$ cat src/rtl/cpuDefs.svh
`ifndef CPU_DEFS_SVH
`define CPU_DEFS_SVH

// Data path and instruction word width
`define DATA_W 16

// Unified memory depth in 16-bit words
`define MEM_WORDS 512

// Byte address of the first fetch
`define RESET_PC 16'h0000

`endif

$ cat src/rtl/cpuPkg.sv
package cpuPkg;

	typedef enum logic [3:0] {
		ADD    = 4'h0,
		SUB    = 4'h1,
		RED    = 4'h2,
		XOR    = 4'h3,
		SLL    = 4'h4,
		SRA    = 4'h5,
		ROR    = 4'h6,
		PADDSB = 4'h7,
		LW     = 4'h8,
		SW     = 4'h9,
		LHB    = 4'hA,
		LLB    = 4'hB,
		B      = 4'hC,
		BR     = 4'hD,
		PCS    = 4'hE,
		HLT    = 4'hF
	} opcodeT;

	typedef enum logic [2:0] {
		NE = 3'd0,
		EQ = 3'd1,
		GT = 3'd2,
		LT = 3'd3,
		GE = 3'd4,
		LE = 3'd5,
		OV = 3'd6,
		UN = 3'd7
	} condT;

	// Same word seen as register, immediate and branch formats
	typedef union packed {
		struct packed {
			opcodeT     opcode;
			logic [3:0] rd;
			logic [3:0] rs;
			logic [3:0] rt;
		} rType;
		struct packed {
			opcodeT     opcode;
			logic [3:0] rd;
			logic [7:0] imm;
		} iType;
		struct packed {
			opcodeT     opcode;
			condT       cond;
			logic [8:0] offset;
		} bType;
	} instrT;

	typedef enum logic [2:0] {
		FETCH,
		DECODE,
		EXEC,
		MEM,
		WB,
		HALTED
	} stateT;

endpackage

$ cat src/rtl/cpuFsm.sv
module cpuFsm (
	input  logic clk,
	input  logic rstN,
	input  logic memRead,
	input  logic memWrite,
	input  logic regWrite,
	input  logic aluOp,
	input  logic hlt,
	input  logic branch,
	input  logic branchReg,
	output logic irLoad,
	output logic dataPhase,
	output logic memWe,
	output logic regWe,
	output logic flagWe,
	output logic pcStep,
	output logic pcBranch,
	output logic halted
);

	cpuPkg::stateT state;
	cpuPkg::stateT nextState;

	always_ff @(posedge clk or negedge rstN) begin
		if (!rstN) begin
			state <= cpuPkg::FETCH;
		end else begin
			state <= nextState;
		end
	end

	always_comb begin
		nextState = state;
		case (state)
			cpuPkg::FETCH:  nextState = cpuPkg::DECODE;
			cpuPkg::DECODE: nextState = cpuPkg::EXEC;
			cpuPkg::EXEC: begin
				if (memRead || memWrite)
					nextState = cpuPkg::MEM;
				else if (hlt)
					nextState = cpuPkg::HALTED;
				else if (regWrite)
					nextState = cpuPkg::WB;
				else
					nextState = cpuPkg::FETCH;
			end
			// Only loads carry on to writeback
			cpuPkg::MEM:    nextState = memRead ? cpuPkg::WB : cpuPkg::FETCH;
			cpuPkg::WB:     nextState = cpuPkg::FETCH;
			cpuPkg::HALTED: nextState = cpuPkg::HALTED;
			default:        nextState = cpuPkg::FETCH;
		endcase
	end

	// Instruction word arrives from memory one cycle after FETCH
	assign irLoad    = (state == cpuPkg::DECODE);
	assign pcStep    = (state == cpuPkg::DECODE);
	assign dataPhase = (state == cpuPkg::EXEC) || (state == cpuPkg::MEM);
	assign memWe     = (state == cpuPkg::MEM) && memWrite;
	assign regWe     = (state == cpuPkg::WB) && regWrite;
	assign flagWe    = (state == cpuPkg::EXEC) && aluOp;
	assign pcBranch  = (state == cpuPkg::EXEC) && (branch || branchReg);
	assign halted    = (state == cpuPkg::HALTED);

	noRegMemWe: assert property (@(posedge clk) disable iff (!rstN) !(regWe && memWe));

	// Halt is sticky and silent
	haltQuiet: assert property (@(posedge clk) disable iff (!rstN)
		halted |=> halted && !(regWe || memWe || flagWe || pcStep || pcBranch || irLoad));

endmodule

$ cat config.mk
export PLATFORM = sky130hd
export DESIGN_NAME = cpuFsm
export DESIGN_NICKNAME = d
export VERILOG_FILES = /design/src/rtl/cpuDefs.svh /design/src/rtl/cpuPkg.sv /design/src/rtl/cpuFsm.sv
export SDC_FILE = /design/constraint.sdc
export NUM_CORES = 1
export LEC_CHECK = 0
export BUFFER_PORTS_ARGS = -buffer_cell sky130_fd_sc_hd__buf_2
export CORE_AREA = 2 2 39 41
export CTS_CLUSTER_DIAMETER = 150
export DETAILED_ROUTE_END_ITERATION = 8
export DIE_AREA = 0 0 41 43
export GPL_TIMING_DRIVEN = 0
export PLACE_DENSITY = 0.37
export SLEW_MARGIN = 0
export SYNTH_ARGS = -nofsm -noshare
export SYNTH_HDL_FRONTEND = slang
export SYNTH_SLANG_ARGS = --single-unit
$ cat constraint.sdc
create_clock -name clk -period 1.1 [get_ports clk]
set_input_delay 0.275 -clock clk [delete_from_list [all_inputs] [get_ports clk]]
set_output_delay 0.275 -clock clk [all_outputs]
set_load 0.05 [all_outputs]
# Yosys cells after proc, flatten, opt, wreduce, memory -nomap -nowiden
# Cells that the tools add are included.
[word_totals]
ff_bits = 3
in_bits = 9
out_inout_bits = 8
word_cells = 19
[op_classes]
n_eq_ne = 5
mux = 5
reduce_logical = 8
[op_table]
columns = ["cell", "count"]
rows = [
  ["case mux 3 bit (5 select lines)", 1],
  ["two-way mux 3 bit", 4],
  ["equality test 3 x 2 -> 1 bit, second input constant", 2],
  ["equality test 3 bit, second input constant", 2],
  ["logical AND 1 bit", 4],
  ["equality test 3 x 1 -> 1 bit, second input constant", 1],
  ["logical NOT 3 bit", 1],
  ["logical OR 1 bit", 3],
]

# Depth between registers and ports, before layout
[logic_depth]
word_depth = 4
ltp_mapped = 4
depth_no_buf = 4

# Worst setup path after synthesis
# OpenSTA, ideal clock, no wires.
[synth_timing]
kind = "reg2out"
from = "reg state[1]"
to = "out pcStep"
arrival_ns = 1.579
t_required_ns = 0.825
path_slack_ns = -0.754
stages_incl_launch_ff = 4
n_path_buf = 1
cell_sequence = "dfrtp_1 nand2b_1 nor2_1 buf_4"
[synth_between]
elab_chain_cells = 1
[synth_lines]
columns = ["element", "line_no", "text"]
rows = [
  ["from (decl)", "cpuFsm.sv:21", "cpuPkg::stateT state;"],
  ["from (signal assigned)", "cpuFsm.sv:26", "state <= cpuPkg::FETCH;"],
  ["from (signal assigned)", "cpuFsm.sv:28", "state <= nextState;"],
  ["equality test 3 x 1 -> 1 bit", "n/a", ""],
  ["to (decl)", "cpuFsm.sv:16", "output logic pcStep,"],
]
# No other way between the ends.

# Worst setup path after layout
[layout_timing]
from = "reg state[2]"
to = "out memWe"
[layout_between]
elab_chain_cells = 2
[layout_lines]
columns = ["element", "line_no", "text"]
rows = [
  ["equality test 3 x 2 -> 1 bit", "cpuFsm.sv:59", "assign memWe = (state == cpuPkg::MEM) && memWrite;"],
  ["logical AND 1 bit", "cpuFsm.sv:59", ""],
  ["to (decl)", "cpuFsm.sv:13", "output logic memWe,"],
]
# No other way between the ends.

==> results.toml <==
[status]
status = "complete, but fails checks"
violations = "setup timing"

[routing]
post-route-drc-count = 0
wirelength_um = 797
first_pass_iters = 4
post_drt_wl_per_cell_um = 11.7
viasPerCell = 4.18
ant_nets = 0
vias = 284
initialDrtViolationCount = 1

[final_layout]
nets = 62
design_area_um2 = 556
final_cell_mix = "buf_2, buf_8, buf_4"
final_common_cell = "buf_2"
largest_reg_flops = 3
fillerInstances = 144
n_antenna_cell = 0
syn2layout_area_growth_pct = 167
largestRegisters = "state (3)"
drive_gt1_frac = 0.827
regMostFlops = "state"

[die]
start_util = 0.150
floorplan.die.height_um = 43
core_um2 = 1380
die_x_um = 41
io_pins = 17
rows = 14
die-area_um2 = 1760

[global_routing]
grtUsageTotal = 0.110
grt_busiest_layer = "met1"
grtUsageMet1 = 0.157
use_met2 = 0.153
grt_pass1_wl_mm = 1.33
grt_antenna_before_repair = 0
use_met3 = 0.0471
overflow = 0
grt_pass1_vias = 324
grt_max_degree = 7

[sta]
setup-violations-final = 11
hold_violations = 0
post-route-period-util = 1.35
fin_skew_ns = 0.00508
slew_headroom = 0.866
maxSlewViolCount = 0
setup_slack_ns = -0.386
period_needed_ns = 1.49
rsz0062_at_grt = "yes"
tightest_slew_ns = 0.199
fmax_ghz = 0.673
hold-worst-slack_ns = 0.338

[logic_synthesis]
netlist_instances = 23
ys_warn_count = 0
synth.yosys.seq_area_share = 0.361
synth_area_um2 = 208
ys_seq_elements = 3
syn_nets = 32
syn_avg_cell_area_um2 = 9.03
ys_types = 17

[power_and_ir_drop]
vdd_drop_max_mv = 1.58
cellLeakagePower_nw = 0.252
powerDensity_nw_per_um2 = 3570

[worst_setup_path]
end_kind = "output pin"
worstReg2RegStart = "state[2]"
cp.required_ns = 0.82
rr_worst_depth = 6
path_max_fanout = 3
regToRegSetupSlack_ns = -0.24
crit_arrival_ns = 1.21
r2r_end = "state[2]"
path_class = "reg -> out"
start_kind = "flip-flop"
startpoint = "state[2]"

[hold_path]
holdCritStartpoint = "memRead"
holdPathEnd = "state[2]"
min_path_type = "in -> reg"
worst_hold_path.num_cells = 3

[placement]
placement.io_buffers = 16
gp_congestion = 0.662
dp_hpwl_um = 461
place_area_um2 = 353

[clocking]
clock_path_buffers = 2
path_clk_slew_ns = 0.03
cts_buffers = 3
cts_tree = "done"
clk_latency_ns = 0.23
htree_levels = 1
clockRootBuffer = "clkbuf_4"
cts_sinks = 3

[run]
maxCapViolCount = 0
==> kinds of logic (layout without fill, tap and decap cells) <==
group / after synthesis / in the layout / synth area share
flip-flops: 3 / 3 / 0.361
AND/OR/NAND/NOR: 12 / 12 / 0.380
buffers and inverters: 2 / 31 / 0.0542
AO/OA/AOI/OAI: 6 / 6 / 0.205
==> power by group <==
part           internal [mW]  total [mW]  leakage [nW]  switching [mW]
Clock                  0.136       0.194        0.0150          0.0580
Combinational          0.746        1.51         0.203           0.761
Sequential             0.179       0.285        0.0339           0.106
==> worst max-delay path, cell delays in order (launching register included) <==
cell	delay, ns
dfrtp_2	0.41
nand2b_4	0.17
clkinvlp_4	0.07
and3_4	0.18
buf_8	0.14
==> metal layers <==
| metal | vias up | routed length [µm] | part of all wire |
|---|---|---|---|
| li1 | 141 | - | - |
| met1 | 133 | 359 | 0.45 |
| met2 | 10 | 404 | 0.51 |
| met3 | 0 | 33 | 0.041 |
| met4 | 0 | 0 | 0 |
| met5 | - | 0 | 0 |
==> what timing repair did <==
item | in CTS | in global routing
resized for setup | 29 | 3
hold buffers | 1 | 0
setup buffers | 7 | 1
endpoints found under the setup margin | 10 | 11
pin swaps | 3 | 1
hold endpoints to repair | 3 | 0
==> cell usage after synthesis <==
master / count / area share
and4bb_2: 1 / 0.060
o21ai_0: 1 / 0.024
a21oi_2: 1 / 0.042
o31ai_1: 1 / 0.036
nand2b_1: 2 / 0.060
dfrtp_1: 3 / 0.36
a31oi_1: 1 / 0.030
nand3b_1: 1 / 0.036
inv_1: 1 / 0.018
and3_2: 1 / 0.036
or3b_1: 1 / 0.042
nor2_1: 4 / 0.072
a21o_1: 1 / 0.036
and2_1: 1 / 0.030
o21a_1: 1 / 0.036
buf_4: 1 / 0.036
and3b_1: 1 / 0.042
==> how the worst max path moves through the flow <==
stage | to | slack (ns) | depth (start not counted)
2_1_floorplan | memWe | -0.30 | 3
3_3_place_gp | flagWe | -0.33 | 4
3_5_place_dp | flagWe | -0.35 | 4
4_1_cts | memWe | -0.39 | 4
5_1_grt | flagWe | -0.44 | 4
6_report | memWe | -0.39 | 4
==> cell type report <==
cell class	instances	area [µm²]	share of cell area
Multi-Input combinational cell	18	181	0.327
Timing Repair Buffer	25	230	0.414
Sequential cell	3	78.8	0.142
Inverter	1	7.51	0.0135
Tap cell	16	20.0	0.0360
Buffer	1	11.3	0.0203
Clock buffer	4	26.3	0.0473
==> metrics by stage <==
stage          power, mW   util  TNS, ns  worst slack, ns  std cells
3_5_place_dp        1.23  0.255    -2.00           -0.350         55
5_1_grt             2.11  0.401    -3.96           -0.440         68
3_3_place_gp        1.23  0.255    -1.95           -0.335         55
2_1_floorplan       1.05      -    -1.29           -0.305         23
4_1_cts             1.91  0.381    -3.18           -0.387         67
6_report            1.99  0.401    -3.33           -0.386         68
Note: power is estimated with default switching activity, not from simulation.
