**src/rtl/cpuDefs.svh**
```systemverilog
`ifndef CPU_DEFS_SVH
`define CPU_DEFS_SVH

// Data path and instruction word width
`define DATA_W 16

// Unified memory depth in 16-bit words
`define MEM_WORDS 512

// Byte address of the first fetch
`define RESET_PC 16'h0000

`endif

```
**src/rtl/cpuPkg.sv**
```systemverilog
package cpuPkg;

	typedef enum logic [3:0] {
		ADD    = 4'h0,
		SUB    = 4'h1,
		RED    = 4'h2,
		XOR    = 4'h3,
		SLL    = 4'h4,
		SRA    = 4'h5,
		ROR    = 4'h6,
		PADDSB = 4'h7,
		LW     = 4'h8,
		SW     = 4'h9,
		LHB    = 4'hA,
		LLB    = 4'hB,
		B      = 4'hC,
		BR     = 4'hD,
		PCS    = 4'hE,
		HLT    = 4'hF
	} opcodeT;

	typedef enum logic [2:0] {
		NE = 3'd0,
		EQ = 3'd1,
		GT = 3'd2,
		LT = 3'd3,
		GE = 3'd4,
		LE = 3'd5,
		OV = 3'd6,
		UN = 3'd7
	} condT;

	// Same word seen as register, immediate and branch formats
	typedef union packed {
		struct packed {
			opcodeT     opcode;
			logic [3:0] rd;
			logic [3:0] rs;
			logic [3:0] rt;
		} rType;
		struct packed {
			opcodeT     opcode;
			logic [3:0] rd;
			logic [7:0] imm;
		} iType;
		struct packed {
			opcodeT     opcode;
			condT       cond;
			logic [8:0] offset;
		} bType;
	} instrT;

	typedef enum logic [2:0] {
		FETCH,
		DECODE,
		EXEC,
		MEM,
		WB,
		HALTED
	} stateT;

endpackage

```
**src/rtl/ctrlUnit.sv**
```systemverilog
`include "cpuDefs.svh"

module ctrlUnit (
	input  logic                clk,
	input  logic                rstN,
	input  logic                irLoad,
	input  logic [`DATA_W-1:0]  memData,
	output cpuPkg::instrT       instr,
	output logic                memRead,
	output logic                memWrite,
	output logic                memToReg,
	output logic                regWrite,
	output logic                aluOp,
	output logic                aluImm,
	output logic                pcs,
	output logic                llb,
	output logic                lhb,
	output logic                hlt,
	output logic                branch,
	output logic                branchReg
);

	always_ff @(posedge clk or negedge rstN) begin
		if (!rstN) begin
			instr <= '0;
		end else if (irLoad) begin
			instr <= memData;
		end
	end

	// Upper half of the opcode space does not use the ALU function
	assign aluOp     = ~instr.rType.opcode[3];
	assign lhb       = (instr.rType.opcode == cpuPkg::LHB);
	assign llb       = (instr.rType.opcode == cpuPkg::LLB);
	assign pcs       = (instr.rType.opcode == cpuPkg::PCS);
	assign hlt       = (instr.rType.opcode == cpuPkg::HLT);
	assign branch    = (instr.rType.opcode == cpuPkg::B);
	assign branchReg = (instr.rType.opcode == cpuPkg::BR);

	always_comb begin
		memRead  = 1'b0;
		memWrite = 1'b0;
		memToReg = 1'b0;
		regWrite = 1'b0;
		aluImm   = 1'b0;
		case (instr.rType.opcode)
			cpuPkg::ADD, cpuPkg::SUB, cpuPkg::RED, cpuPkg::XOR, cpuPkg::PADDSB, cpuPkg::PCS: begin
				regWrite = 1'b1;
			end
			cpuPkg::SLL, cpuPkg::SRA, cpuPkg::ROR, cpuPkg::LHB, cpuPkg::LLB: begin
				regWrite = 1'b1;
				aluImm   = 1'b1;
			end
			cpuPkg::LW: begin
				memRead  = 1'b1;
				memToReg = 1'b1;
				regWrite = 1'b1;
			end
			cpuPkg::SW: begin
				memWrite = 1'b1;
			end
			// B, BR and HLT write nothing
			default: begin
			end
		endcase
	end

	noMemRdWr: assert property (@(posedge clk) disable iff (!rstN) !(memRead && memWrite));

endmodule

```
**config.mk**
```make
export PLATFORM = sky130hd
export DESIGN_NAME = ctrlUnit
export DESIGN_NICKNAME = d
export VERILOG_FILES = /design/src/rtl/cpuPkg.sv /design/src/rtl/ctrlUnit.sv
export VERILOG_INCLUDE_DIRS = /design/src /design/src/rtl
export SDC_FILE = /design/constraint.sdc
export NUM_CORES = 1
export LEC_CHECK = 0
export ABC_AREA = 1
export BUFFER_PORTS_ARGS = -buffer_cell sky130_fd_sc_hd__clkbuf_2
export CORE_MARGIN = 8
export CORE_UTILIZATION = 35
export DETAILED_ROUTE_END_ITERATION = 8
export PLACE_DENSITY = 0.68
export SYNTH_ARGS = -nofsm -noshare
export SYNTH_HDL_FRONTEND = slang
export SYNTH_SLANG_ARGS = --single-unit
export TNS_END_PERCENT = 1
```
**constraint.sdc**
```tcl
create_clock -name clk -period 0.9 [get_ports clk]
set_input_delay 0.045 -clock clk [delete_from_list [all_inputs] [get_ports clk]]
set_output_delay 0.045 -clock clk [all_outputs]
set_load 0.005 [all_outputs]
```
### Word-level counts from Yosys, hierarchy flattened

Index checks and enable logic that the tools add are counted.

| word-level totals | value |
|---|---|
| register bits after elaboration | 16 |
| logic and storage cells | 24 |
| input bits | 19 |
| output and inout bits | 28 |

| operators by class | value |
|---|---|
| muxes and demuxes | 4 |
| eq/ne operators | 15 |
| reduce and logical (&&, ||, !) cells | 3 |
| bitwise operators | 1 |

Operators by type and width:

| operator | number |
|---|---|
| $eq A4 B4 Y1 const B | 8 |
| $eq A4 B3 Y1 const B | 4 |
| $reduce_or A12 Y1 | 1 |
| $eq A4 B2 Y1 const B | 2 |
| $reduce_or A5 Y1 | 1 |
| $eq A4 B1 Y1 const B | 1 |
| $logic_not A4 Y1 | 1 |
| $mux W1 | 4 |
| $not A1 Y1 | 1 |

### Depth between registers and ports, before layout

| depth | value |
|---|---|
| depth in word-level cells | 3 |
| mapped depth | 4 |
| depth with buffers taken out | 4 |

### Least setup slack after synthesis

Ideal clock, no wire load.

| timing | value |
|---|---|
| path kind | flip-flop to output port |
| start point | reg instr[14] (netlist name) |
| end point | out memToReg |
| setup slack | -0.043 ns |
| stages on the path, launching flop included | 5 |
| path buffers | 1 |
| arrival | 0.898 ns |
| data required time | 0.855 ns |
| cells stage by stage | dfrtp_1 -> inv_1 -> nand2_1 -> nor2_1 -> buf_4 |

| between the ends | value |
|---|---|
| longest elaborated chain between the ends | 2 |

RTL lines:

| item | RTL line | source |
|---|---|---|
| start: declaration | ctrlUnit.sv:8 | `output cpuPkg::instrT instr,` |
| start signal: assignment | ctrlUnit.sv:27 | `instr <= memData;` |
| $eq A4 B4 Y1 | - |  |
| $mux W1 | - |  |
| end: declaration | ctrlUnit.sv:11 | `output logic memToReg,` |

No other way between the ends.

### Worst setup path after layout

| timing | value |
|---|---|
| start point | reg instr[12] (netlist name) |
| end point | out pcs |

| between the ends | value |
|---|---|
| longest elaborated chain between the ends | 1 |

RTL lines:

| item | RTL line | source |
|---|---|---|
| $eq A4 B4 Y1 | ctrlUnit.sv:35 | `assign pcs = (instr.rType.opcode == cpuPkg::PCS);` |
| end: declaration | ctrlUnit.sv:15 | `output logic pcs,` |

No other way between the ends.

==> results.sh <==
export IMPL_end_kind="output port"
export IMPL_max_freq_mhz=855
export IMPL_syn2layout_area_growth_pct=73.6
export IMPL_grt_overflow=0
export IMPL_antenna_found_initial=0
export IMPL_worst_path_max_fanout=4
export IMPL_largestRegisters="instr x16"
export IMPL_synth_common_cells="nand2_1 (25), dfrtp_1 (16), inv_1 (16), o21ai_0 (12), nor2_1 (8)"
export IMPL_synthCells=88
export IMPL_boundaryPins=47
export IMPL_fin_hold_ws_ns=0.148
export IMPL_num_vias=799
export IMPL_final_cells=188
export IMPL_rsz0062_at_grt="true"
export IMPL_critPathLaunchType="flop"
export IMPL_clk_pin_slew_ns=0.09
export IMPL_cp_required_ns=0.85
export IMPL_drv_slew=0
export IMPL_synth_top_flop_cell="dfrtp_1"
export IMPL_hp_class="in2reg"
export IMPL_final_setup_viol_count=16
export IMPL_grt_pass1_wl_um=3430
export IMPL_num_fill_cells=177
export IMPL_grt_max_degree=33
export IMPL_root_buffer="clkbuf_4"
export IMPL_viasPerCell=4.25
export IMPL_tritoncts="yes"
export IMPL_relSlewSlack_pct=74.1
export IMPL_critical_path_class="reg2out"
export IMPL_grt_pass1_vias=816
export IMPL_dpl_hpwl_um=1500
export IMPL_synth_warnings=0
export IMPL_antenna_left=0
export IMPL_cpPeakStageDelay_ns=0.44
export IMPL_finalNetCount=181
export IMPL_firstDrtPassIters=2
export IMPL_synth_edf_count=0
export IMPL_fin_area_sq_um=1280
export IMPL_timing_hold_violations_final=0
export IMPL_synth_distinct_cells=10
export IMPL_worst_pin_slew_ns=0.389
export IMPL_crit_buf_inv=2
export IMPL_synth_area_leaders="dfrtp_1 (54%), nand2_1 (13%), o21ai_0 (8.2%)"
export IMPL_ys_seq_elements=16
export IMPL_cap_violations=0
export IMPL_violations="negative setup slack"
export IMPL_synth_area_sq_um=736
export IMPL_power_density_nw_per_um2=1360
export IMPL_die_area_sq_um=3820
export IMPL_ir_drop_v=0.00116
export IMPL_ys_seq_area_share_pct=54.4
export IMPL_core_area_sq_um=1980
export IMPL_drive_gt1_share_pct=47.8
export IMPL_antenna_cells=0
export IMPL_cts_buffers=3
export IMPL_die_y_um=61.8
export IMPL_synthesis_nets=107
export IMPL_path_cells="inv_2 > nand2_1 > nor2_1 > buf_2"
export IMPL_status="complete, but fails checks"
export IMPL_route_detailed_drc=0
export IMPL_synth_top_cell_by_area="dfrtp_1"
export IMPL_worst_slack_ns=-0.270
export IMPL_cts_buffer_depth=2
export IMPL_dp_worst_setup_slack_ns=-0.00172
export IMPL_yosysMostFrequentCell="nand2_1"
export IMPL_placed_cells=158
export IMPL_finalCriticalPeriod_ns=1.17
export IMPL_portBuffers=46
export IMPL_leakage_nw=0.708
export IMPL_crit_family="flip-flops"
export IMPL_worstPathArrival_ns=1.12
export IMPL_clock_latency_ns=0.27
export IMPL_totalPowerFinal_mw=1.74
export IMPL_finClkSkew_ns=0
export IMPL_start_util_pct=37.1
export IMPL_synth_async_reset_ratio_pct=100
export IMPL_rows=16
export IMPL_top_register="instr"
export IMPL_largest_reg_flops=16
export IMPL_cts_sinks=16
export IMPL_post_dp_cell_area_sq_um=981
export IMPL_fin_tns_setup_ns=-3.33
export IMPL_fp_dieW_um=61.8
export IMPL_place_congestion=0.785
export IMPL_syn_area_per_cell_sq_um=8.36
export IMPL_drt_wl_total_um=2190
export IMPL_synth_top_area_share_pct=54.4
export IMPL_slowest_stage="dfrtp_1"
export IMPL_h_tree_depth=1
export IMPL_finalCritPeriodShare_pct=130
export IMPL_drt_iter0_drc=11
export IMPL_wl_per_cell_um=11.6
export IMPL_grt_usage_pct=11.8
export IMPL_final_util_pct=64.5
cell type report:
type / instances / area (sq um) / share of cell area (%)
Sequential cell: 16 / 403 / 31.5
Multi-Input combinational cell: 52 / 256 / 20.1
Timing Repair Buffer: 73 / 488 / 38.2
Clock buffer: 4 / 36.3 / 2.84
Tap cell: 27 / 33.8 / 2.64
Inverter: 16 / 60.1 / 4.70
per-layer routing:
metal  global-route usage, %  vias to the layer above  wire length, um
met5                       0                        -                0
met4                    2.92                        0                5
met3                    3.70                        2              255
met2                    23.2                       33             1100
met1                    11.5                      353              828
li1                        -                      411                -
power breakdown:
group	switching, mW	leakage [nW]	total, mW	internal, mW
clock network	0.212	0.0210	0.458	0.246
logic	0.205	0.495	0.447	0.242
registers	0.0546	0.192	0.839	0.784
total	0.471	0.708	1.74	1.27
cells in the final DEF, fill, tap and decap left out:
cell type	count
o21ai_1	1
nand2_4	1
nor2_1	5
nor2_2	3
dfrtp_1	14
clkbuf_4	3
inv_1	12
dlygate4sd3_1	17
nand2_2	3
dfrtp_2	2
a21oi_1	1
buf_4	9
clkbuf_8	1
clkbuf_2	42
nand3_1	2
o21ai_2	4
o21ai_0	11
inv_2	4
nand2_1	21
buf_12	1
buf_2	4
cell families (layout without fill, tap and decap cells):
kind of cell / count (synthesis) / in the layout / share of synthesized area [%]
AOI/OAI and AO/OA: 17 / 17 / 13.6
buffers and inverters: 20 / 93 / 13.8
DFF: 16 / 16 / 54.4
and+or+nand+nor: 35 / 35 / 18.2
final timing paths:
path	from	end	slack, ns	depth (start not counted)
max in group asynchronous	rstN	instr[15]$_DFFE_PN0P_	0.38	2
hold / removal	irLoad	instr[15]$_DFFE_PN0P_	0.15	3
setup / recovery	instr[12]$_DFFE_PN0P_	pcs	-0.27	4
min in group asynchronous	rstN	instr[10]$_DFFE_PN0P_	0.22	2
setup reg to reg	instr[14]$_DFFE_PN0P_	instr[14]$_DFFE_PN0P_	0	4
hold reg to reg	instr[0]$_DFFE_PN0P_	instr[0]$_DFFE_PN0P_	0.53	2
tightest hold or removal path, delay by kind of cell:
family | cells | cell delay (ns)
buffers and inverters | 2 | 0.28
AOI/OAI and AO/OA | 1 | 0.07
what timing repair did:
item,in CTS,in global routing
cloned,0,0
pin swaps,2,1
setup buffers,6,3
gates resized for setup,8,9
endpoints found under the setup margin,13,16
endpoints found under the hold margin,32,0
hold buffers,17,0
Note: power is estimated with default switching activity, not from simulation.
