==> src/rtl/cpuDefs.svh <==
`ifndef CPU_DEFS_SVH
`define CPU_DEFS_SVH

// Data path and instruction word width
`define DATA_W 16

// Unified memory depth in 16-bit words
`define MEM_WORDS 512

// Byte address of the first fetch
`define RESET_PC 16'h0000

`endif

==> src/rtl/regFile.sv <==
`include "cpuDefs.svh"

module regFile (
	input  logic               clk,
	input  logic               rstN,
	input  logic [3:0]         rdAddrA,
	input  logic [3:0]         rdAddrB,
	input  logic [3:0]         wrAddr,
	input  logic               we,
	input  logic [`DATA_W-1:0] wrData,
	output logic [`DATA_W-1:0] rdDataA,
	output logic [`DATA_W-1:0] rdDataB
);

	logic [`DATA_W-1:0] regs [16];

	// R0 keeps its reset value because writes to it are dropped
	always_ff @(posedge clk or negedge rstN) begin
		if (!rstN) begin
			for (int i = 0; i < 16; i++) begin
				regs[i] <= '0;
			end
		end else if (we && (wrAddr != 4'd0)) begin
			regs[wrAddr] <= wrData;
		end
	end

	assign rdDataA = regs[rdAddrA];
	assign rdDataB = regs[rdAddrB];

endmodule

==> config.mk <==
export PLATFORM = sky130hd
export DESIGN_NAME = regFile
export DESIGN_NICKNAME = d
export VERILOG_FILES = /design/src/rtl/regFile.sv
export VERILOG_INCLUDE_DIRS = /design/src /design/src/rtl
export SDC_FILE = /design/constraint.sdc
export NUM_CORES = 1
export LEC_CHECK = 0
export BUFFER_PORTS_ARGS = -buffer_cell sky130_fd_sc_hd__buf_4
export CORE_MARGIN = 10
export CORE_UTILIZATION = 60
export CTS_BUF_LIST = sky130_fd_sc_hd__clkbuf_8
export CTS_CLUSTER_DIAMETER = 150
export DETAILED_ROUTE_END_ITERATION = 16
export HOLD_SLACK_MARGIN = 0.1
export PLACE_DENSITY_LB_ADDON = 0.12
export RECOVER_POWER = 25
export SYNTH_ARGS = -nofsm -noshare
export SYNTH_HDL_FRONTEND = slang
export SYNTH_SLANG_ARGS = --single-unit
export TNS_END_PERCENT = 100
==> constraint.sdc <==
create_clock -name clk -period 3.7 [get_ports clk]
set_clock_uncertainty 0.1 [all_clocks]
set_input_delay 1.11 -clock clk [delete_from_list [all_inputs] [get_ports clk]]
set_output_delay 1.11 -clock clk [all_outputs]
set_load 0.02 [all_outputs]
Yosys cells after proc, flatten, opt, wreduce, memory -nomap -nowiden
Index checks and enable logic that the tools add are counted.
- bits in registers: 256
- input bits: 31
- output and inout port bits: 32
- word-level logic and storage cells: 35
- order comparisons: 4
- mux-type cells: 9
- bitwise logic cells: 3
- reduce and logical (&&, ||, !) cells: 3
- operator list (kind ; number):
    256-bit bitwise mux ; 1
    16-bit binary-select mux with 4-bit select ; 2
    16-bit 2-to-1 mux ; 5
    16-bit demux with 4-bit select ; 1
    5-bit greater-or-equal comparator, second input constant ; 3
    4-bit NOT with 5-bit output ; 3
    5-bit by 1-bit less-than comparator with 1-bit output, second input constant ; 1
    4-bit nonzero test ; 1
    1-bit logical AND ; 2

Logic depth before layout (Yosys ltp)
Gate-level depths: netlist (run 1).
- word-level depth: 6
- gate-level depth with buffers: 5
- gate-level depth less buffers: 3

Least setup slack after synthesis (run 1)
OpenSTA, ideal clock, no wires.
- path type: input port to output port
- from: input port rdAddrA[0]
- to: output port rdDataA[10]
- arrival: 2484 ps
- data required time: 2490 ps
- path slack: 6 ps
- stages: 5
- buffers on the path: 2
- path through: buf_2 > buf_2 > mux4_2 > a22oi_1 > nand2_1
- longest elaborated chain between the ends: 4
- ends and longest elaborated chain (element ; line ; source):
    start, declared ; regFile.sv:6 ; input logic [3:0] rdAddrA,
    4-bit NOT with 5-bit output (not written as such) ; regFile.sv:28 ; assign rdDataA = regs[rdAddrA];
    16-bit binary-select mux with 4-bit select ; regFile.sv:28 ;
    16-bit 2-to-1 mux (not written as such) (2 in a row) ; regFile.sv:28 ;
    end, declared ; regFile.sv:11 ; output logic [`DATA_W-1:0] rdDataA,
Every way passes these cells. The select of a mux whose other input is x is not followed.

Final worst setup path (run 1)
- from: input port rdAddrA[0]
- to: output port rdDataA[4]
Same word-level chain as after synthesis.

==> results of run 1 <==
worst max-delay path, stage by stage:
cell and delay [ns]:
buf_16 0.14, buf_16 0.19, mux4_2 0.53, a22oi_1 0.23, nand2_1 0.09, buf_4 0.17
power breakdown:
part	total (mW)	internal, mW	switching [mW]
Clock	2.60	1.43	1.18
Sequential	3.88	3.42	0.466
Combinational	2.19	1.30	0.887
Total	8.68	6.15	2.53
cell type report:
type                            count  area, µm²  share of cell area
Antenna cell                        1      2.502           0.0001592
Clock buffer                       59      812.0             0.05165
Clock inverter                     21      97.59            0.006207
Sequential cell                   256       6406              0.4074
Multi-Input combinational cell    494       6538              0.4158
Timing Repair Buffer              126       1516             0.09645
Tap cell                          280      350.3             0.02228
cell usage after synthesis, types with 2 or more instances:
master    number  area share
nand2b_1       3      0.0014
and2_1         2     0.00095
buf_1          3     0.00085
nand2_1       33      0.0094
mux4_2       128        0.22
or3_1          3      0.0014
nor2_1         5      0.0014
nor2b_1        4      0.0019
buf_6          3      0.0026
buf_2         28       0.011
buf_4          3      0.0017
mux2_2       239        0.20
a22oi_1       64       0.036
clkbuf_1      57       0.016
nand3b_1       3      0.0017
nor2_2         6      0.0028
dfrtp_1      256        0.49
routing by layer:
| metal | vias up | global-route usage |
|---|---|---|
| met5 | - | 0 |
| met4 | 2 | 0.1120 |
| met3 | 118 | 0.07939 |
| met2 | 468 | 0.4297 |
| met1 | 4606 | 0.3466 |
| li1 | 3443 | - |
metrics by stage:
step	cell area, µm²	utilization	setup slack, ns	setup TNS (ns)	power, mW
2_1_floorplan	13190	-	0.005524	0	5.215
3_5_place_dp	14230	0.6540	-0.2040	-3.449	5.948
5_1_grt	15720	0.7226	-0.02423	-0.07691	9.028
6_report	15720	0.7227	0.01614	0	8.677
4_1_cts	15570	0.7155	-0.003822	-0.003822	8.627
3_3_place_gp	14230	0.6540	-0.2290	-3.547	5.793
logic make-up after synthesis:
kind of cell,count (synthesis),share of synthesized area
multiplexers,368,0.4234
flip-flops,256,0.4857
buffers and inverters,94,0.03197
AO/OA/AOI/OAI,64,0.03643
AND/OR/NAND/NOR,62,0.02248
final timing paths:
| kind | end | slack (ns) | cells after the start |
|---|---|---|---|
| max in group asynchronous | regs[176]$_DFFE_PN0P_ | 0.42 | 2 |
| worst min-delay path | regs[252]$_DFFE_PN0P_ | 0.30 | 0 |
| min in group asynchronous | regs[210]$_DFFE_PN0P_ | 1.04 | 1 |
| worst min register to register | regs[252]$_DFFE_PN0P_ | 0.30 | 0 |
| worst max-delay path | rdDataA[4] | 0.02 | 6 |
| worst max register to register | regs[178]$_DFFE_PN0P_ | 2.79 | 1 |
what timing repair did:
item,in CTS,in global routing
resized for setup,45,12
gates cloned,8,6
pin swaps,7,8
setup buffers,1,0
endpoints found under the setup margin,31,32
==> out/qor.csv, run 1 <==
metric,value,unit
port_buffers,62,
hold_violations,0,
r2r_start,regs[178]$_DFFE_PN0P_,
nFillCells,1371,
dieArea,28310,µm²
min_path_type,flip-flop to flip-flop,
grt_max_degree,77,
rsz0062_at_grt,yes,
grt_pass1_vias,9258,
grt_antenna_before_repair,4,
mostFrequentLayoutCells,"dfrtp_1, mux2_2, mux4_2, buf_4, clkbuf_8",
drc,0,
synthesis.area,13190,µm²
largest_reg_flops,256,
route.met2.wl,19.06,mm
io_pins,63,
wl_per_cell,31.80,µm
final-setup-viol-count,0,
clock_latency,0.56,ns
h-tree-depth,2,
area_growth,19.20,%
synth_flop_cell,dfrtp_1,
async_flop_share,1.000,
path_class,primary input to primary output,
clk_pin_slew,0.06,ns
drtIter0Drc,800,
final_common_cell,dfrtp_1,
clock-sinks,256,
timing.hold.ws,0.2963,ns
fmax,271.5,MHz
drive_gt1_frac,0.6339,
start_util,0.6063,
worst_slew_pin_slew,2.137,ns
groute.usage.overall,0.2722,
gp_congestion,0.8421,
dp_cells,1142,
stdcell_count,1237,
relSlewSlack,-0.4246,
crit_start,rdAddrA[0],
pwr_density_cell,551.9,nW/µm²
cts_buffers,44,
die_height,168.3,µm
core,21760,µm²
ir_drop,0.4518,mV
end_kind,primary output,
dp_hpwl,22.45,mm
p_leak,6.711,nW
cts_buffer_depth,3,
syn_area_per_cell,15.63,µm²
postSynthCellCount,844,
fp.dieW,168.3,µm
status,finished with violations,
yosys_warnings,0,
top_register,regs,
cp.arrival,2.47,ns
synth_edf_count,0,
hold_buffers,0,
ys_types,21,
hp-start,regs[252]$_DFFE_PN0P_,
met1_length,15.19,mm
grt_first_pass_wirelength,58.17,mm
slew_viol_final,75,
wl_met3,3.548,mm
reg_top3,regs (256),
vias,8637,
row_count,54,
routed_wl,39.34,mm
violations,"max-capacitance violations, max-slew violations",
fin_crit,3.684,ns
required,2.49,ns
yosys_register_bits,256,
viasPerCell,6.982,
overflow,0,
nNetsFinal,953,
synthesis.nets,875,
ys_seq_area_frac,0.4857,
first_pass_iters,7,
maxCapViolCount,1,
critical_path.max_fanout,13,
root_buffer,clkbuf_8,
finalCritPeriodShare,0.9956,
tritoncts,yes,
startpoint_type,primary input,
ant_nets,0,
top_layer,met5,
Note: power is estimated with default switching activity, not from simulation.
==> inputs of run 2 (changes only) <==
BUFFER_PORTS_ARGS = default   (was -buffer_cell sky130_fd_sc_hd__buf_4)
DONT_BUFFER_PORTS = 1   (was default)
==> run 2 against run 1 <==
Compared with the run above:
- the run now ends clean
- maximum frequency rose by 1.6%
- flip-flop and latch count is the same
- sequential share of layout area grew 4.2 points
- first-iteration DRC count fell by 21%
- critical path depth fell by 2
- combinational power shrank 21%
- total power shrank 5.6%
- core utilization shrank 6.7 points
- critical path type unchanged
- critical endpoint is now rdDataA[12]
- highest routed layer is now met4
==> out/qor.csv, run 2 (synthesis gave the netlist of run 1 again) <==
metric,value,unit,change
dieArea,28310,µm²,unchanged
clock-sinks,256,,unchanged
drive_gt1_frac,0.5531,,was 0.6339
core,21760,µm²,unchanged
crit_path_cell_trace,nor2b_2 > a22oi_1 > buf_4 > nand2_1,,was buf_16 > buf_16 > mux4_2 > a22oi_1 > nand2_1 > buf_4
finalCritPeriodShare,0.9797,,was 0.9956
die_height,168.3,µm,unchanged
ff2ff_path_depth,1,,unchanged
row_count,54,,unchanged
cp.arrival,2.41,ns,was 2.47 ns
start_util,0.6063,,unchanged
maxCapViolCount,0,,was 1
dp_hpwl,22.15,mm,was 22.45 mm
insertedDiodeCount,0,,was 1
grt_antenna_before_repair,0,,was 4
grt_max_degree,257,,was 77
fin_setup_tns,0,ns,unchanged
pwr-share-comb,0.210,,was 0.252
setup_slack,0.07526,ns,was 0.01614 ns
viasPerCell,7.005,,was 6.982
port_buffers,0,,was 62
cp_num_cells,4,,was 6
vias,7965,,was 8637
hold_violations,0,,unchanged
io_pins,63,,unchanged
pwr_density_cell,574.3,nW/µm²,was 551.9 nW/µm²
worst_slew_pin_slew,1.257,ns,was 2.137 ns
drtIter0Drc,630,,was 800
critPathBufInv,1,,was 3
cts_buffer_depth,3,,unchanged
fin_crit,3.625,ns,was 3.684 ns
p_sw_frac,0.2738,,was 0.2918
routed_wl,35.80,mm,was 39.34 mm
status,"complete, no violations",,was finished with violations
end_kind,primary output,,unchanged
slew_viol_final,0,,was 75
hold_buffers,0,,unchanged
post_dp_cell_area,13340,µm²,was 14230 µm²
cpPeakStageDelay,0.69,ns,was 0.53 ns
ant_nets,0,,unchanged
clkPwrFrac,0.318,,was 0.300
grt_first_pass_wirelength,54.27,mm,was 58.17 mm
startpoint_type,primary input,,unchanged
pre_cts_slack,-0.009600,ns,was -0.2040 ns
final-setup-viol-count,0,,unchanged
final_common_cell,dfrtp_1,,unchanged
path_class,primary input to primary output,,unchanged
cpLargestDelayFamily,simple AND/OR/NAND/NOR gates,,was multiplexers
area_growth,8.148,%,was 19.20%
fmax,275.9,MHz,was 271.5 MHz
h-tree-depth,2,,unchanged
root_buffer,clkbuf_8,,unchanged
top_register,regs,,unchanged
tritoncts,yes,,unchanged
groute.usage.overall,0.2516,,was 0.2722
largest_reg_flops,256,,unchanged
clock_latency,0.55,ns,was 0.56 ns
gp_congestion,0.8013,,was 0.8421
p_int,5.950,mW,was 6.145 mW
cts_buffers,45,,was 44
timing.hold.ws,0.1488,ns,was 0.2963 ns
reg_top3,regs (256),,unchanged
switching_power,2.243,mW,was 2.532 mW
first_pass_iters,5,,was 7
p_leak,6.011,nW,was 6.711 nW
fp.dieW,168.3,µm,unchanged
relSlewSlack,0.1619,,was -0.4246
required,2.49,ns,about the same
rsz0062_at_grt,no,,was yes
nFillCells,1522,,was 1371
wl_per_cell,31.49,µm,was 31.80 µm
final_area,14260,µm²,was 15720 µm²
nNetsFinal,854,,was 953
min_path_type,primary input to asynchronous set/reset pin,,was flip-flop to flip-flop
ir_drop,0.3180,mV,was 0.4518 mV
seqPwrFrac,0.472,,was 0.448
critical_path.max_fanout,13,,unchanged
clk_pin_slew,0.06,ns,about the same
mostFrequentLayoutCells,"dfrtp_1, mux2_2, mux4_2, a22oi_1, clkbuf_8",,"was dfrtp_1, mux2_2, mux4_2, buf_4, clkbuf_8"
crit_path_top_delay_cell,nor2b_2,,was mux4_2
grt_pass1_vias,8659,,was 9258
overflow,0,,unchanged
drc,0,,unchanged
==> run 2: area by class of cell <==
type                            instances  area, µm²  share of cell area
Sequential cell                       256       6406              0.4491
Multi-Input combinational cell        494       6390              0.4479
Clock buffer                           61      839.6             0.05885
Tap cell                              280      350.3             0.02456
Timing Repair Buffer                   26      195.2             0.01368
Clock inverter                         20      83.83            0.005877
==> run 2: power groups by stage <==
| stage | sequential [mW] | clock (mW) | combinational, mW |
|---|---|---|---|
| after floorplan | 3.73 | 0 | 1.48 |
| after global placement | 3.80 | 0 | 1.68 |
| after detailed placement | 3.90 | 0 | 1.72 |
| after CTS | 3.85 | 2.67 | 1.73 |
| after global routing | 3.94 | 2.78 | 1.82 |
| final | 3.86 | 2.61 | 1.72 |
==> run 2: worst paths after layout <==
check	from	end	slack, ns
min in group clk	regs[252]$_DFFE_PN0P_	regs[252]$_DFFE_PN0P_	0.30
worst max-delay path	rdAddrA[3]	rdDataA[12]	0.08
max in group asynchronous	rstN	regs[230]$_DFFE_PN0P_	2.93
worst min-delay path	rstN	regs[255]$_DFFE_PN0P_	0.15
worst min register to register	regs[252]$_DFFE_PN0P_	regs[252]$_DFFE_PN0P_	0.30
worst max register to register	regs[49]$_DFFE_PN0P_	regs[49]$_DFFE_PN0P_	2.79
==> run 2: timing repair <==
item,4_1_cts,5_1_grt
setup buffers,0,0
setup endpoints to repair,1,0
gates resized for setup,1,0
==> run 2: per-layer routing <==
| layer | part of all wire | up-vias | global-route usage |
|---|---|---|---|
| li1 | - | 3227 | - |
| met1 | 0.38 | 4316 | 0.3036 |
| met2 | 0.50 | 350 | 0.4148 |
| met3 | 0.086 | 72 | 0.08033 |
| met4 | 0.034 | 0 | 0.09387 |
| met5 | 0 | - | 0 |
==> run 2: per-stage QoR <==
step / total power, mW / utilization / std cells
finish: 8.193 / 0.6557 / 1137
detailed placement: 5.623 / 0.6130 / 1056
global placement: 5.479 / 0.6130 / 1056
floorplan: 5.215 / - / 844
global route: 8.534 / 0.6557 / 1137
CTS: 8.248 / 0.6557 / 1137
