`src/rtl/cpuDefs.svh`:
```
`ifndef CPU_DEFS_SVH
`define CPU_DEFS_SVH

// Data path and instruction word width
`define DATA_W 16

// Unified memory depth in 16-bit words
`define MEM_WORDS 512

// Byte address of the first fetch
`define RESET_PC 16'h0000

`endif

```
`src/rtl/cpuPkg.sv`:
```
package cpuPkg;

	typedef enum logic [3:0] {
		ADD    = 4'h0,
		SUB    = 4'h1,
		RED    = 4'h2,
		XOR    = 4'h3,
		SLL    = 4'h4,
		SRA    = 4'h5,
		ROR    = 4'h6,
		PADDSB = 4'h7,
		LW     = 4'h8,
		SW     = 4'h9,
		LHB    = 4'hA,
		LLB    = 4'hB,
		B      = 4'hC,
		BR     = 4'hD,
		PCS    = 4'hE,
		HLT    = 4'hF
	} opcodeT;

	typedef enum logic [2:0] {
		NE = 3'd0,
		EQ = 3'd1,
		GT = 3'd2,
		LT = 3'd3,
		GE = 3'd4,
		LE = 3'd5,
		OV = 3'd6,
		UN = 3'd7
	} condT;

	// Same word seen as register, immediate and branch formats
	typedef union packed {
		struct packed {
			opcodeT     opcode;
			logic [3:0] rd;
			logic [3:0] rs;
			logic [3:0] rt;
		} rType;
		struct packed {
			opcodeT     opcode;
			logic [3:0] rd;
			logic [7:0] imm;
		} iType;
		struct packed {
			opcodeT     opcode;
			condT       cond;
			logic [8:0] offset;
		} bType;
	} instrT;

	typedef enum logic [2:0] {
		FETCH,
		DECODE,
		EXEC,
		MEM,
		WB,
		HALTED
	} stateT;

endpackage

```
`src/rtl/alu.sv`:
```
`include "cpuDefs.svh"

module alu (
	input  logic               clk,
	input  logic               rstN,
	input  cpuPkg::instrT      instr,
	input  logic               aluOp,
	input  logic               aluImm,
	input  logic               pcs,
	input  logic               llb,
	input  logic               lhb,
	input  logic               flagWe,
	input  logic [`DATA_W-1:0] opA,
	input  logic [`DATA_W-1:0] opB,
	input  logic [`DATA_W-1:0] pc,
	output logic [`DATA_W-1:0] result,
	output logic               flagZ,
	output logic               flagV,
	output logic               flagN
);

	localparam int W = `DATA_W;
	localparam logic [W-1:0] MaxPos = {1'b0, {(W-1){1'b1}}};
	localparam logic [W-1:0] MaxNeg = {1'b1, {(W-1){1'b0}}};

	logic [W-1:0]        sum;
	logic [W-1:0]        diff;
	logic [W-1:0]        addSat;
	logic [W-1:0]        subSat;
	logic [W-1:0]        redRes;
	logic [W-1:0]        paddRes;
	logic [W-1:0]        effAddr;
	logic                addOvf;
	logic                subOvf;
	logic signed [9:0]   redSum;
	logic [3:0]          shAmt;

	assign sum    = opA + opB;
	assign diff   = opA - opB;
	assign addOvf = (opA[W-1] == opB[W-1]) && (sum[W-1] != opA[W-1]);
	assign subOvf = (opA[W-1] != opB[W-1]) && (diff[W-1] != opA[W-1]);
	assign addSat = addOvf ? (opA[W-1] ? MaxNeg : MaxPos) : sum;
	assign subSat = subOvf ? (opA[W-1] ? MaxNeg : MaxPos) : diff;

	assign redSum = $signed(opA[15:8]) + $signed(opA[7:0]) + $signed(opB[15:8]) + $signed(opB[7:0]);
	assign redRes = {{(W-10){redSum[9]}}, redSum};

	// Shift count comes from the rt field for the immediate forms
	assign shAmt = aluImm ? instr.rType.rt : opB[3:0];

	// Word offset in rt scaled to bytes
	assign effAddr = opA + {{(W-5){instr.rType.rt[3]}}, instr.rType.rt, 1'b0};

	always_comb begin
		logic [4:0] nibSum;
		for (int i = 0; i < W / 4; i++) begin
			nibSum = {opA[4*i+3], opA[4*i +: 4]} + {opB[4*i+3], opB[4*i +: 4]};
			if (nibSum[4] != nibSum[3])
				paddRes[4*i +: 4] = nibSum[4] ? 4'h8 : 4'h7;
			else
				paddRes[4*i +: 4] = nibSum[3:0];
		end
	end

	always_comb begin
		if (aluOp) begin
			case (instr.rType.opcode)
				cpuPkg::ADD:    result = addSat;
				cpuPkg::SUB:    result = subSat;
				cpuPkg::RED:    result = redRes;
				cpuPkg::XOR:    result = opA ^ opB;
				cpuPkg::SLL:    result = opA << shAmt;
				cpuPkg::SRA:    result = $signed(opA) >>> shAmt;
				cpuPkg::ROR:    result = (opA >> shAmt) | (opA << (W - shAmt));
				cpuPkg::PADDSB: result = paddRes;
				default:        result = effAddr;
			endcase
		end else if (llb) begin
			result = {opB[W-1:8], instr.iType.imm};
		end else if (lhb) begin
			result = {instr.iType.imm, opB[7:0]};
		end else if (pcs) begin
			result = pc;
		end else begin
			result = effAddr;
		end
	end

	always_ff @(posedge clk or negedge rstN) begin
		if (!rstN) begin
			flagZ <= 1'b0;
			flagV <= 1'b0;
			flagN <= 1'b0;
		end else if (flagWe) begin
			case (instr.rType.opcode)
				cpuPkg::ADD, cpuPkg::SUB: begin
					flagZ <= (result == '0);
					flagV <= (instr.rType.opcode == cpuPkg::ADD) ? addOvf : subOvf;
					flagN <= result[W-1];
				end
				cpuPkg::XOR, cpuPkg::SLL, cpuPkg::SRA, cpuPkg::ROR: begin
					flagZ <= (result == '0);
				end
				// RED and PADDSB leave the flags alone
				default: begin
				end
			endcase
		end
	end

endmodule

```
`config.mk`:
```
export PLATFORM = sky130hd
export DESIGN_NAME = alu
export DESIGN_NICKNAME = d
export VERILOG_FILES = /design/src/rtl/cpuPkg.sv /design/src/rtl/alu.sv
export VERILOG_INCLUDE_DIRS = /design/src /design/src/rtl
export SDC_FILE = /design/constraint.sdc
export NUM_CORES = 1
export LEC_CHECK = 0
export ABC_AREA = 1
export ABC_CLOCK_PERIOD_IN_PS = 3400
export BUFFER_PORTS_ARGS = -buffer_cell sky130_fd_sc_hd__buf_2
export CORE_MARGIN = 2
export CORE_UTILIZATION = 25
export DETAILED_ROUTE_END_ITERATION = 10
export PLACE_DENSITY_LB_ADDON = 0.3
export SLEW_MARGIN = 5
export SYNTH_ARGS = -nofsm -noshare
export SYNTH_HDL_FRONTEND = slang
export SYNTH_SLANG_ARGS = --single-unit
```
`constraint.sdc`:
```
create_clock -name clk -period 3.4 [get_ports clk]
set_clock_uncertainty 0.1 [all_clocks]
set_input_delay 0.34 -clock clk [delete_from_list [all_inputs] [get_ports clk]]
set_output_delay 0.34 -clock clk [all_outputs]
set_load 0.01 [all_outputs]
```
* Yosys cells after proc, flatten, opt, wreduce, memory -nomap -nowiden *
Index checks and enable logic that the tools add are counted.

operators by class
  equality and inequality tests = 15
  add/subtract/negate cells = 11
  reductions and logical operators = 8
  bitwise operators = 2
  shift-type cells = 4
  mux-type cells = 18

operators with widths
  operator             number
  $pmux 16 s8          1
  $mux 16              7
  $mux 4               9
  $add 16x16->16       2
  $shl 16x32->16       1
  $add 4x4->5          4
  $eq 4x3->1 const B   4
  $logic_not 16->1     1
  $or 16x16->16        1
  $shl 16x4->16        1
  $shr 16x4->16        1
  $sshr 16x4->16       1
  $sub 16x16->16       1
  $xor 16x16->16       1
  $add 10x8->10        1
  $add 9x8->10         1
  $add 8x8->9          1
  $eq 4x2->1 const B   2
  $ne 1x1->1           7
  $reduce_or 6->1      1
  $sub 5x4->6 const A  1
  $eq 4x1->1 const B   1
  $logic_not 4->1      1
  $reduce_and 2->1     2
  4 further kinds      5

storage, ports and cells
  input bits = 72
  output and inout port bits = 19
  logic and storage cells = 61
  bits in registers = 3

* Logic depth before layout (Yosys ltp) *
  word-level depth = 7
  depth in mapped cells = 31
  depth with buffers taken out = 30

* Least setup slack after synthesis *
OpenSTA, ideal clock, no wires.

  path kind = input to register
  start point = input opB[6]
  end point = register flagZ
  path slack = -0.297 ns
  cell stages on the path = 31
  library setup time = 0.066 ns
  buffers on the path = 1
  data arrival time = 3.531 ns
  required time = 3.234 ns
  cells stage by stage = inv_1 > ha_1 > buf_6 > a21oi_1 > nor2_1 > nor2_1 > nor2_1 > nor2_1 > nand2_1 > nand2_1 > nand2_1 > a21oi_1 > fa_1 > xnor2_1 > nand2_1 > nor2_1 > nor2_1 > o21ai_0 > nor2_1 > nand3_1 > nor2_1 > nand2_1 > nand2_1 > nand2_1 > nor2_1 > nand2_1 > nor2_1 > nand2_1 > nor2_1 > nand2_1 > nand2_1

between the ends
  word-level cells in the longest chain between the ends = 7
  elaborated cells between the ends (all ways) = 19
  those cells by class = add/sub: 4; eq/ne: 3; mux: 8; bitwise: 1; reduce/logical: 3

RTL lines
  element                                           RTL line               text
  start: declaration                                alu.sv:14              input logic [`DATA_W-1:0] opB,
  $sub 16x16->16 or $add 16x16->16 (tied branches)  alu.sv:39, alu.sv:38
  $ne 1x1->1 (on tied branches)                     alu.sv:41, alu.sv:40
  $logic_and 1x1->1 (on tied branches)              alu.sv:41, alu.sv:40
  $mux 16 (on tied branches)                        alu.sv:43, alu.sv:42
  $pmux 16 s8 (*)                                   alu.sv:67              case (instr.rType.opcode)
  $mux 16 (*)                                       alu.sv:66              if (aluOp) begin
  via result[0]                                     alu.sv:16              output logic [`DATA_W-1:0] result,
  $logic_not 16->1 (*)                              alu.sv:97, alu.sv:102
  end signal: assignment                            alu.sv:97              flagZ <= (result == '0);
  end signal: assignment                            alu.sv:102             flagZ <= (result == '0);
  end: declaration                                  alu.sv:17              output logic flagZ,

Mark *: on every way through the listed nets, which the timed path passes. The rest lies on a longest branch.
A chain may end at the register's enable or synchronous reset.

* Final worst setup path *
  start point = input opB[4]
  end point = output result[12]

between the ends
  word-level cells in the longest chain between the ends = 6
  elaborated cells between the ends (all ways) = 11
  those cells by class = add/sub: 3; eq/ne: 2; mux: 4; reduce/logical: 2

RTL lines
  element                                           RTL line
  $sub 16x16->16 or $add 16x16->16 (tied branches)  alu.sv:39, alu.sv:38
  $ne 1x1->1 (on tied branches)                     alu.sv:41, alu.sv:40
  $logic_and 1x1->1 (on tied branches)              alu.sv:41, alu.sv:40
  $mux 16 (on tied branches)                        alu.sv:43, alu.sv:42
  $pmux 16 s8 (*)                                   alu.sv:67
  $mux 16 (*)                                       alu.sv:66
  end: declaration                                  alu.sv:16

Mark *: on every way between the ends. The rest lies on a longest branch, timed or not.

==> flow_metrics.env <==
export IMPL_cts_buffers=3
export IMPL_p_sw_frac=0.558
export IMPL_final_cell_mix="465 x nand2_1, 212 x buf_4, 200 x nand3_1, 150 x inv_1, 114 x nor2_1"
export IMPL_clk_latency_ns=0.23
export IMPL_p_int_uw=1220
export IMPL_drt_total_wl_um=43200
export IMPL_crit_fanout=5
export IMPL_p_per_area_nw_per_um2=254
export IMPL_grt_first_pass_wirelength_um=63700
export IMPL_io_buffers=86
export IMPL_place_hpwl_um=36500
export IMPL_status="finished with violations"
export IMPL_synth_edf_count=0
export IMPL_violations="negative setup slack"
export IMPL_dieArea_sq_um=32000
export IMPL_cap_violations=0
export IMPL_grt_max_degree=39
export IMPL_vdd_drop_max_v=0.000139
export IMPL_vias_per_cell=5.16
export IMPL_clock_path_buffers=2
export IMPL_synthesis_area_sq_um=7660
export IMPL_finalWorstSetupSlack_ns=-0.585
export IMPL_crit_path_end_kind="primary output"
export IMPL_final_hold_viol_count=0
export IMPL_area_growth_syn_to_layout_pct=42.6
export IMPL_finalSetupViolCount=18
export IMPL_vias=11000
export IMPL_gp_congestion=0.989
export IMPL_relSlewSlack=0.145
export IMPL_drc=0
export IMPL_clock_sinks=3
export IMPL_tightest_slew_ns=1.28
export IMPL_io_pins=91
export IMPL_cts_max_level=1
export IMPL_drive_gt1_frac=0.279
export IMPL_grtUsageTotal=0.266
export IMPL_antenna_cells=0
export IMPL_wl_per_cell_um=20.2
export IMPL_synth_seq_cells=3
export IMPL_fmax_mhz=251
export IMPL_cp_start_kind="input port"
export IMPL_grt_pass1_vias=10600
export IMPL_final_util=0.360
export IMPL_die_w_um=179
export IMPL_start_util=0.252
export IMPL_fin_crit_sh=1.17
export IMPL_required_ns=2.96
export IMPL_setup_worst_path_class="in -> out"
export IMPL_hold_class="in -> async"
export IMPL_synthArstFlopShare=1.00
export IMPL_fin_nets=1896
export IMPL_drt_iter0_markers=1125
export IMPL_seqPwrFrac=0.016
export IMPL_fin_crit_ns=3.99
export IMPL_grt_antenna_before_repair=0
export IMPL_slew_violations=0
export IMPL_synth_avg_cell_area_sq_um=5.14
export IMPL_p_clk_frac=0.069
export IMPL_synth_top_area_frac=0.241
export IMPL_ys_seq_area_frac=0.00981
export IMPL_synth_nets=1641
export IMPL_postSynthCellCount=1490
export IMPL_tritoncts="done"
export IMPL_clk_pin_slew_worst_paths_ns=0.03
export IMPL_rsz0062_at_grt="yes"
export IMPL_grt_remaining_overflow=0
export IMPL_mostFrequentLayoutCell="nand2_1"
export IMPL_switchingPower_uw=1550
export IMPL_yosys_top_cells_area="nand2_1 24%, nand3_1 14%, ha_1 9.0%"
export IMPL_coreArea_sq_um=30300
export IMPL_first_pass_iters=5
export IMPL_yosysWarningCount=0
export IMPL_die_y_um=179
export IMPL_pwr_share_comb=0.915
export IMPL_rows=64
export IMPL_ant_nets=0
export IMPL_tns_ns=-8.50
export IMPL_synth_flop_cell="dfrtp_1"
export IMPL_yosysTopAreaCell="nand2_1"
export IMPL_worst_ep_arrival_time_ns=3.55
export IMPL_leakagePower_uw=0.00574
export IMPL_clockRootBuffer="clkbuf_16"
export IMPL_netlist_cell_type_count=48
## cell type report
class,instances,area (sq um)
fill,3441,19400
multi-input combinational,1241,7170
timing repair buffer,306,2350
inverter,190,756
tap,396,495
clock buffer,4,78.8
sequential,3,75.1
## per-stage QoR
stage                     cell area [sq um]  std cells  power (uW)  hold WS, ns  setup WS (ns)
final                                 10900       2140        2770        0.351         -0.585
after global routing                  10900       2140        3000        0.369         -0.777
after CTS                             10700       2134        2630        0.344         -0.549
after detailed placement               9850       2098        2230       0.0439         -0.916
after global placement                 9850       2098        2240       0.0402         -0.868
after floorplan                        7820       1490        1360      -0.0556         -0.166
## critical path, stage by stage
cell	delay (ns)
buf_4	0.11
inv_4	0.04
ha_4	0.28
nand2_4	0.06
inv_4	0.07
nand4_1	0.15
nand2_2	0.16
nand3_2	0.10
nand2_2	0.09
nand2_2	0.05
nand2_2	0.05
a21oi_2	0.06
fa_1	0.61
nand3_1	0.10
nand2_2	0.14
nor2_4	0.08
a211oi_2	0.14
nand3_1	0.12
nor2_1	0.12
nand2_1	0.11
nor2_2	0.20
nand3_2	0.10
nand2_2	0.09
nand2_2	0.06
buf_6	0.12
## metal layers
| layer | global-route usage | vias to the layer above | share of wire |
|---|---|---|---|
| met5 | 0 | - | 0 |
| met4 | 0.125 | 0 | 0.053 |
| met3 | 0.0271 | 99 | 0.069 |
| met2 | 0.418 | 498 | 0.44 |
| met1 | 0.364 | 5080 | 0.44 |
| li1 | - | 5356 | - |
## cells in the mapped netlist (2+ instances only)
| cell type | number |
|---|---|
| fa_1 | 24 |
| xnor2_1 | 8 |
| a21oi_2 | 2 |
| ha_1 | 55 |
| nand3_1 | 219 |
| nor2_1 | 132 |
| clkinv_1 | 3 |
| inv_1 | 181 |
| nor3b_1 | 3 |
| a31oi_1 | 3 |
| nand3b_1 | 5 |
| o211ai_1 | 16 |
| o21ai_2 | 4 |
| o21bai_1 | 7 |
| buf_2 | 20 |
| buf_4 | 7 |
| xor2_1 | 16 |
| nor2_2 | 2 |
| dfrtp_1 | 3 |
| clkbuf_1 | 21 |
| a21o_1 | 5 |
| a21boi_0 | 3 |
| nand2_1 | 491 |
| a21oi_1 | 103 |
| or2_2 | 7 |
| nand2_2 | 14 |
| o21ai_1 | 9 |
| inv_2 | 6 |
| nor3_1 | 11 |
| o21ai_0 | 61 |
| buf_6 | 8 |
| a221oi_1 | 2 |
| nand4_1 | 24 |
## final timing paths
check,cells after the start,slack [ns],startpoint,endpoint
setup / recovery,25,-0.59,opB[4],result[12]
hold / removal,2,0.35,rstN,flagV
setup reg to reg,2,2.65,flagV,flagV
hold reg to reg,2,0.40,flagZ,flagZ
max in group asynchronous,2,2.74,rstN,flagZ
min in group clk,2,0.40,flagZ,flagZ
## timing repair
item | 4_1_cts | 5_1_grt
hold buffers | 1 | 0
pin swaps | 63 | 41
gates resized for setup | 139 | 41
gates cloned | 0 | 0
endpoints found under the setup margin | 18 | 18
hold endpoints to repair | 3 | 0
setup buffers | 31 | 6
## cell families after synthesis
logic type,synth area share
AOI/OAI and AO/OA,0.166
xor gates and xnor gates,0.0275
adders and majority gates,0.153
buffers and inverters,0.135
DFF,0.00981
muxes,0.00131
and+or+nand+nor,0.508
## power groups by stage
stage | registers, uW | logic [uW] | clock network [uW]
floorplan | 47.0 | 1310 | 0
global placement | 44.4 | 2190 | 0
detailed placement | 44.7 | 2190 | 0
CTS | 44.3 | 2400 | 190
global route | 44.5 | 2770 | 191
finish | 44.7 | 2530 | 190
## sequential cells by signal, indices dropped and copies added, names as in the netlist
register and flops:
flagV 1, flagN 1, flagZ 1
Note: power is estimated with default switching activity, not from simulation.
